--- src/common/pcs_consts.svh ---
`ifndef PCS_CONSTS_SVH
`define PCS_CONSTS_SVH

// Word and block widths
`define PCS_DATA_W      64
`define PCS_CTRL_W      8
`define PCS_BYTE_W      8
`define PCS_BLOCK_W     66
`define PCS_TAGGED_W    67
`define PCS_SH_W        2

// Control block fields
`define PCS_TYPE_W      8
`define PCS_CODE_W      7

// Sync headers
`define PCS_SH_DATA     2'b01
`define PCS_SH_CTRL     2'b10

// Block type of a block made only of control characters
`define PCS_TYPE_CTRL   8'h1E

// Seven-bit control codes
`define PCS_CODE_IDLE   7'h00
`define PCS_CODE_ERROR  7'h1E

// Idle character as it shows up on the XGMII side
`define PCS_IDLE_XGMII  8'h07

// Scrambler, polynomial 1 + x^39 + x^58
`define PCS_SCR_W       58
`define PCS_SCR_TAP     38
`define PCS_SEED        58'h0

`endif

--- src/common/pcs_pkg.sv ---
`include "pcs_consts.svh"

package pcs_pkg;

	// Data block layout, header then the eight data bytes
	typedef struct packed
	{
		logic [`PCS_SH_W-1:0]   sh;
		logic [`PCS_DATA_W-1:0] payload;
	} data_view_t;

	// Control block layout
	// Block type sits right below the header, codes fill the rest
	typedef struct packed
	{
		logic [`PCS_SH_W-1:0]                    sh;
		logic [`PCS_TYPE_W-1:0]                  block_type;
		logic [`PCS_CTRL_W-1:0][`PCS_CODE_W-1:0] codes;
	} ctrl_view_t;

	// One 66-bit coded block seen either way
	// Both views keep the sync header in the top two bits
	typedef union packed
	{
		data_view_t data_view;
		ctrl_view_t ctrl_view;
	} block_t;

endpackage

--- src/source/pcs_encoder.sv ---
`timescale 1ns/1ps
`include "pcs_consts.svh"

module pcs_encoder
(
	input  logic                   i_clock,
	input  logic                   i_reset,
	input  logic                   i_enable,
	input  logic                   i_valid,
	input  logic                   i_tag,
	input  logic [`PCS_DATA_W-1:0] i_data,
	input  logic [`PCS_CTRL_W-1:0] i_ctrl,

	output pcs_pkg::block_t        o_block,
	output logic                   o_valid,
	output logic                   o_tag
);

	import pcs_pkg::*;

	// One flag per byte lane, high when that lane holds the idle character
	logic [`PCS_CTRL_W-1:0] byte_is_idle;

	logic    all_data;
	logic    all_idle;
	block_t  block_next;

	// Per-lane idle compare
	always_comb
	begin
		for (int lane = 0; lane < `PCS_CTRL_W; lane++)
		begin
			byte_is_idle[lane] =
				(i_data[lane*`PCS_BYTE_W +: `PCS_BYTE_W] == `PCS_IDLE_XGMII);
		end
	end

	// No control flags at all means a plain data block
	assign all_data = (i_ctrl == '0);

	// Idle block needs every lane flagged and every lane carrying idle
	assign all_idle = (&i_ctrl) && (&byte_is_idle);

	// Block formation
	always_comb
	begin
		block_next = '0;
		if (all_data)
		begin
			block_next.data_view.sh      = `PCS_SH_DATA;
			block_next.data_view.payload = i_data;
		end
		else
		begin
			block_next.ctrl_view.sh         = `PCS_SH_CTRL;
			block_next.ctrl_view.block_type = `PCS_TYPE_CTRL;
			for (int lane = 0; lane < `PCS_CTRL_W; lane++)
			begin
				// Anything other than a clean idle word is reported as error
				if (all_idle)
					block_next.ctrl_view.codes[lane] = `PCS_CODE_IDLE;
				else
					block_next.ctrl_view.codes[lane] = `PCS_CODE_ERROR;
			end
		end
	end

	// Output stage, valid and tag
	always_ff @(posedge i_clock)
	begin
		if (i_reset)
		begin
			o_valid <= 1'b0;
			o_tag   <= 1'b0;
		end
		else if (i_enable)
		begin
			o_valid <= i_valid;
			o_tag   <= i_tag;
		end
		else
		begin
			// Stalled cycle, nothing new goes out
			o_valid <= 1'b0;
		end
	end

	// Output stage, coded block
	always_ff @(posedge i_clock)
	begin
		if (i_enable)
			o_block <= block_next;
	end

endmodule

--- src/scrambler/scrambler.sv ---
`timescale 1ns/1ps
`include "pcs_consts.svh"

module scrambler
(
	input  logic                     i_clock,
	input  logic                     i_reset,
	input  logic                     i_valid,
	input  logic                     i_bypass,
	input  logic                     i_tag,
	input  logic                     i_idle_pattern_mode,
	input  pcs_pkg::block_t          i_block,

	output logic [`PCS_TAGGED_W-1:0] o_data,
	output logic                     o_valid
);

	import pcs_pkg::*;

	// Low feedback tap as seen from the bottom of the state
	// Bits enter at the top, so x^39 lands on index 58-1-38
	localparam int TAP_LOW = `PCS_SCR_W - 1 - `PCS_SCR_TAP;

	block_t                 idle_block;
	block_t                 source_block;
	block_t                 scrambled_block;
	logic                   bypass;
	logic                   out_bit;
	logic [`PCS_SCR_W-1:0]  scrambler_state;
	logic [`PCS_SCR_W-1:0]  scrambler_state_next;

	// Alignment markers go out raw as well
	assign bypass = i_bypass | i_tag;

	assign o_valid = i_valid;

	// Standard idle block, 2'b10 / 8'h1E / eight zero codes
	always_comb
	begin
		idle_block                      = '0;
		idle_block.ctrl_view.sh         = `PCS_SH_CTRL;
		idle_block.ctrl_view.block_type = `PCS_TYPE_CTRL;
		for (int lane = 0; lane < `PCS_CTRL_W; lane++)
		begin
			idle_block.ctrl_view.codes[lane] = `PCS_CODE_IDLE;
		end
	end

	// Idle-pattern mode swaps the whole input for the idle block
	assign source_block = i_idle_pattern_mode ? idle_block : i_block;

	// Payload scrambling, MSB first
	// Every output bit is fed straight back into the state
	always_comb
	begin
		scrambler_state_next = scrambler_state;
		out_bit              = 1'b0;

		scrambled_block.data_view.sh = source_block.data_view.sh;
		scrambled_block.data_view.payload = '0;

		for (int i = `PCS_DATA_W - 1; i >= 0; i--)
		begin
			out_bit = source_block.data_view.payload[i]
				^ scrambler_state_next[TAP_LOW]
				^ scrambler_state_next[0];
			scrambled_block.data_view.payload[i] = out_bit;
			scrambler_state_next =
				{out_bit, scrambler_state_next[`PCS_SCR_W-1:1]};
		end
	end

	// Tag bit always leads the output word
	always_comb
	begin
		if (bypass)
			o_data = {i_tag, i_block};
		else
			o_data = {i_tag, scrambled_block};
	end

	// State only moves on blocks that actually got scrambled
	always_ff @(posedge i_clock)
	begin
		if (i_reset)
			scrambler_state <= `PCS_SEED;
		else if (i_valid && !bypass)
			scrambler_state <= scrambler_state_next;
	end

endmodule

--- src/source/pcs_tx.sv ---
`timescale 1ns/1ps
`include "pcs_consts.svh"

module pcs_tx
(
	input  logic                     i_clock,
	input  logic                     i_reset,

	// XGMII-side word
	input  logic                     i_enable,
	input  logic                     i_valid,
	input  logic [`PCS_DATA_W-1:0]   i_data,
	input  logic [`PCS_CTRL_W-1:0]   i_ctrl,

	// Alignment tag, travels with the word
	input  logic                     i_tag,

	// Mode controls, static levels
	input  logic                     i_bypass,
	input  logic                     i_idle_pattern_mode,

	// Tagged 66-bit block
	output logic [`PCS_TAGGED_W-1:0] o_data,
	output logic                     o_valid
);

	import pcs_pkg::*;

	// Encoder to scrambler, all registered in the encoder
	block_t enc_block;
	logic   enc_valid;
	logic   enc_tag;

	pcs_encoder u_encoder
	(
		.i_clock  (i_clock),
		.i_reset  (i_reset),
		.i_enable (i_enable),
		.i_valid  (i_valid),
		.i_tag    (i_tag),
		.i_data   (i_data),
		.i_ctrl   (i_ctrl),
		.o_block  (enc_block),
		.o_valid  (enc_valid),
		.o_tag    (enc_tag)
	);

	// Combinational to the outputs, so latency stays at one cycle
	scrambler u_scrambler
	(
		.i_clock             (i_clock),
		.i_reset             (i_reset),
		.i_valid             (enc_valid),
		.i_bypass            (i_bypass),
		.i_tag               (enc_tag),
		.i_idle_pattern_mode (i_idle_pattern_mode),
		.i_block             (enc_block),
		.o_data              (o_data),
		.o_valid             (o_valid)
	);

endmodule

--- config.mk ---
export PLATFORM = sky130hd
export DESIGN_NAME = pcs_tx
export DESIGN_NICKNAME = d
export VERILOG_FILES = /design/src/common/pcs_pkg.sv /design/src/source/pcs_encoder.sv /design/src/scrambler/scrambler.sv /design/src/source/pcs_tx.sv
export VERILOG_INCLUDE_DIRS = /design/src /design/src/common
export SDC_FILE = /design/constraint.sdc
export NUM_CORES = 1
export LEC_CHECK = 0
export ABC_AREA = 0
export BUFFER_PORTS_ARGS = -buffer_cell sky130_fd_sc_hd__buf_2
export CORE_MARGIN = 2
export CORE_UTILIZATION = 40
export DETAILED_ROUTE_END_ITERATION = 10
export PLACE_DENSITY = 0.68
export SYNTH_ARGS = -nofsm -noshare
export SYNTH_HDL_FRONTEND = slang
export SYNTH_SLANG_ARGS = --single-unit
--- constraint.sdc ---
create_clock -name i_clock -period 3.4 [get_ports i_clock]
set_clock_uncertainty 0.2 [all_clocks]
set_input_delay 0.85 -clock i_clock [delete_from_list [all_inputs] [get_ports i_clock]]
set_output_delay 0.85 -clock i_clock [all_outputs]
set_load 0.005 [all_outputs]
# --- Word level (Yosys, flattened, before mapping) ---
# Index checks and enable logic that the tools add are counted.
classes:
  bitwise: 130
  n_mux: 4
  n_reduce_logical: 7
  eq_ne: 8
op_table:
  columns: ["operator", "count"]
  rows:
  - ["$mux W66", 3]
  - ["$xor A1 B1 Y1", 128]
  - ["$eq A8 B3 Y1 const B", 8]
  - ["$reduce_and A8 Y1", 2]
  - ["$logic_not A8 Y1", 1]
  - ["$mux W5", 1]
  - ["$logic_and A1 B1 Y1", 2]
  - ["$reduce_or A2 Y1", 1]
  - ["$logic_not A1 Y1", 1]
  - ["$not A1 Y1", 1]
  - ["$or A1 B1 Y1", 1]
totals:
  word_cells: 154
  reg_bits: 126

# --- Depth between registers and ports, before layout ---
depth:
  depth_word: 6
  depth_mapped: 7
  depth_no_buf: 4

# --- Cells and area by module ---
# A second synthesis with hierarchy kept.
hier_totals:
  hier_cells: 873
  hier_area_um2: 7756.2
modules_own_cells:
  columns: ["mod", "cells_each", "instances", "area_per_inst_um2"]
  rows:
  - ["scrambler", 664, 1, 4913.5]
  - ["pcs_encoder", 209, 1, 2842.7]

# --- Worst setup path before layout ---
# No wires, ideal clock.
synth_path:
  path_kind: "input port to output port"
  startpoint: "input i_idle_pattern_mode"
  endpoint: "output o_data[61]"
  cell_stages: 7
  path_slack_ps: 162
  arrival_time_ps: 2188
  required_ps: 2350
  cell_sequence: "buf_2 > clkbuf_1 > clkbuf_1 > clkbuf_1 > inv_1 > a21oi_1 > o22ai_1"
synth_via:
  elab_chain_len: 4
synth_lines:
  columns: ["item", "line", "source"]
  rows:
  - ["start: declaration", "pcs_tx.sv:20", "input logic i_idle_pattern_mode,"]
  - ["$mux W66", "scrambler.sv:50", "assign source_block = i_idle_pattern_mode ? idle_block : i_block;"]
  - ["$xor A1 B1 Y1", "scrambler.sv:65", "^ scrambler_state_next[TAP_LOW]"]
  - ["$xor A1 B1 Y1", "scrambler.sv:66", "^ scrambler_state_next[0];"]
  - ["$mux W66", "scrambler.sv:76", "if (bypass)"]
  - ["end: declaration", "pcs_tx.sv:23", "output logic [`PCS_TAGGED_W-1:0] o_data,"]
# Every way passes these cells.

# --- Final worst setup path ---
layout_path:
  startpoint: "input i_idle_pattern_mode"
  endpoint: "output o_data[8]"
layout_via:
  elab_chain_len: 6
layout_lines:
  columns: ["item", "line"]
  rows:
  - ["$mux W66 (*)", "scrambler.sv:50"]
  - ["$xor A1 B1 Y1", "scrambler.sv:65"]
  - ["$xor A1 B1 Y1", "scrambler.sv:66"]
  - ["$xor A1 B1 Y1 (*)", "scrambler.sv:65"]
  - ["$xor A1 B1 Y1 (*)", "scrambler.sv:66"]
  - ["$mux W66 (*)", "scrambler.sv:76"]
# Mark *: on every way between the ends. The rest lies on a longest branch, timed or not.

==> results_dict.tcl <==
set metrics [dict create \
    required_ps 2350 \
    grt_usage 0.227 \
    multiInputGateArea_um2 3800 \
    min_path_type "flip-flop to flip-flop" \
    wl_um 21600 \
    ant_nets 0 \
    cts_resized 0 \
    seq_area_frac_synth 0.440 \
    max_freq_mhz 301 \
    grt_max_degree 66 \
    synth_seq_cells 126 \
    numCtsBuffers 17 \
    start_util 0.405 \
    first_pass_iters 5 \
    r2r_cells 4 \
    cp_slowest_cell "o21ai_0" \
    grt_pass1_wl_um 33300 \
    critPathMaxFanout 12 \
    intPower_uw 3200 \
    syn_avg_cell_area_um2 8.93 \
    post-route-worst-setup-slack_ps 74.2 \
    syn_to_final_growth_pct 23.3 \
    dr.first_iter.drc_count 530 \
    die_x_um 138 \
    synth_flop_cell "edfxtp_1" \
    min_from "u_scrambler.scrambler_state[13]$_SDFFE_PP0P_" \
    cts-root-to-sink-buffers 2 \
    tightestPinTransition_ps 671 \
    max-cap-violations 0 \
    final_cell_mix "buf_2, nand2_1, o21ai_0" \
    yosysUniqueCellTypes 44 \
    num_rows 49 \
    reg2reg_to "u_scrambler.scrambler_state[55]$_SDFFE_PP0P_" \
    cts_tree "done" \
    seqCellArea_um2 3180 \
    path_cells "buf_2, buf_4, nor2b_1, xnor2_1, xnor2_1, o21ai_0, buf_2" \
    pwr-share-seq 0.410 \
    antenna_cells 0 \
    async_flop_share 0 \
    mostFrequentLayoutCell "buf_2" \
    ys_warn_count 0 \
    cts_hold_buffers 0 \
    slowest_delay_ps 300 \
    synthCells 810 \
    overflow 0 \
    status "complete, no violations" \
    core_area_um2 17800 \
    dp_hpwl_um 16600 \
    vdd_drop_max_mv 0.361 \
    reg2reg_slack_ps 1400 \
    p_comb_frac 0.138 \
    drcViolationCount 0 \
    swShare 0.236 \
    syn_nets 889 \
    grt_antenna_before_repair 0 \
    tns_ps 0 \
    timing.rr.start "u_encoder.o_tag$_SDFFE_PP0P_" \
    gp_congestion 0.938 \
    startpoint_type "primary input" \
    report.final.slew_viol_count 0 \
    clock_latency_ps 410 \
    finalCritPeriodShare 0.978 \
    clockRootBuffer "clkbuf_16" \
    powerDensity_nw_per_um2 470 \
    dieArea_um2 19200 \
    maxSlewHeadroom 0.550 \
    vias 6273 \
    drive_gt1_frac 0.215 \
    port-buffer-count 146 \
    dp_slack_ps 79.2 \
    htree_levels 4 \
    power.switching_uw 990 \
    ios 147 \
    rsz0062_at_grt "false" \
    crit_arrival_ps 2280 \
    timing.hold.worst_path_depth 2 \
    finalHoldViolCount 0 \
    nets 1026 \
    critical_path_class "primary input to primary output" \
    setup_violations 0 \
    p_leak_uw 0.00357 \
    pwr-share-clk 0.452 \
    cts_setup_buffers 0 \
    worstHoldEndpoint "u_scrambler.scrambler_state[13]$_SDFFE_PP0P_" \
    cts.clk_slew.worst_paths_ps 50 \
    cts.sinks 126 \
    period_needed_ps 3330 \
    die-height_um 138 \
    synth_edf_count 66 \
    via_per_inst 5.28 \
    num-fill-cells 1665 \
    end_kind "primary output" \
    synth_area_um2 7230 \
    grt_pass1_vias 5892 \
    wl_per_cell_um 18.1 \
]
## per-stage QoR
stage | area [um2] | hold WS, ps | utilization | total power, uW | instances
after detailed placement | 8300 | 259 | 0.465 | 2330 | 1157
after CTS | 8920 | 266 | 0.500 | 4210 | 1189
after floorplan | 7230 | 248 | - | 2040 | 810
final | 8920 | 266 | 0.500 | 4190 | 1189
after global routing | 8920 | 286 | 0.500 | 4350 | 1189
after global placement | 8300 | 254 | 0.465 | 2320 | 1157
## cell families after synthesis
group | after synthesis | share of synthesized area
and+or+nand+nor | 329 | 0.241
AOI/OAI and AO/OA | 169 | 0.125
buffers and inverters | 60 | 0.0353
DFF | 126 | 0.440
xor gates and xnor gates | 125 | 0.157
muxes | 1 | 0.00138
## worst max path at each step
| stage | slack, ps | from | to |
|---|---|---|---|
| after floorplan | 160 | i_idle_pattern_mode | o_data[61] |
| after global placement | 110 | i_idle_pattern_mode | o_data[3] |
| after detailed placement | 80 | i_idle_pattern_mode | o_data[5] |
| after CTS | 80 | i_idle_pattern_mode | o_data[5] |
| after global routing | 20 | i_idle_pattern_mode | o_data[0] |
| final | 70 | i_idle_pattern_mode | o_data[8] |
## Yosys cell counts (all sizes together) (7+ instances only)
| cell | number | area, um2 |
|---|---|---|
| a211oi | 8 | 60.1 |
| nor2 | 56 | 210 |
| o21ai | 90 | 450 |
| edfxtp | 66 | 1980 |
| nor2b | 59 | 369 |
| nand4 | 9 | 56.3 |
| a21oi | 59 | 299 |
| nand2b | 15 | 93.8 |
| xnor2 | 84 | 736 |
| nand2 | 100 | 375 |
| or3 | 7 | 43.8 |
| dfxtp | 60 | 1200 |
| nand3b | 18 | 135 |
| and2 | 29 | 181 |
| buf | 8 | 60.1 |
| clkbuf | 47 | 176 |
| xor2 | 38 | 333 |
## power groups by stage
| stage | Sequential [uW] | Combinational, uW | Clock, uW |
|---|---|---|---|
| CTS | 1720 | 581 | 1920 |
| floorplan | 1720 | 321 | 0 |
| detailed placement | 1750 | 578 | 0 |
| global route | 1720 | 637 | 1990 |
| finish | 1720 | 578 | 1900 |
| global placement | 1750 | 572 | 0 |
## per-layer routing
layer  up-vias  track usage  share of wire
li1       3038            -              -
met1      2910        0.323           0.46
met2       292        0.338           0.44
met3        33       0.0526          0.077
met4         0       0.0789          0.022
met5         -            0              0
## registers in the layout (all words and copies together), names as in the netlist
signal / cells
u_encoder.o_valid: 1
u_encoder.o_block: 66
u_encoder.o_tag: 1
u_scrambler.scrambler_state: 58
## cell type report
cell class | instances | share of cell area
clock buffer | 25 | 0.0544
clock inverter | 7 | 0.0150
inverter | 5 | 0.00210
multi-input combinational | 624 | 0.426
sequential | 126 | 0.357
tap | 229 | 0.0321
timing repair buffer | 173 | 0.113
## worst max-delay path, delay by kind of cell
family / cells / cell delay [ps]
buf+inv: 3 / 630
compound gates: 1 / 300
xor+xnor: 2 / 420
simple gates: 1 / 70
Power figures use the tool's default switching activity.
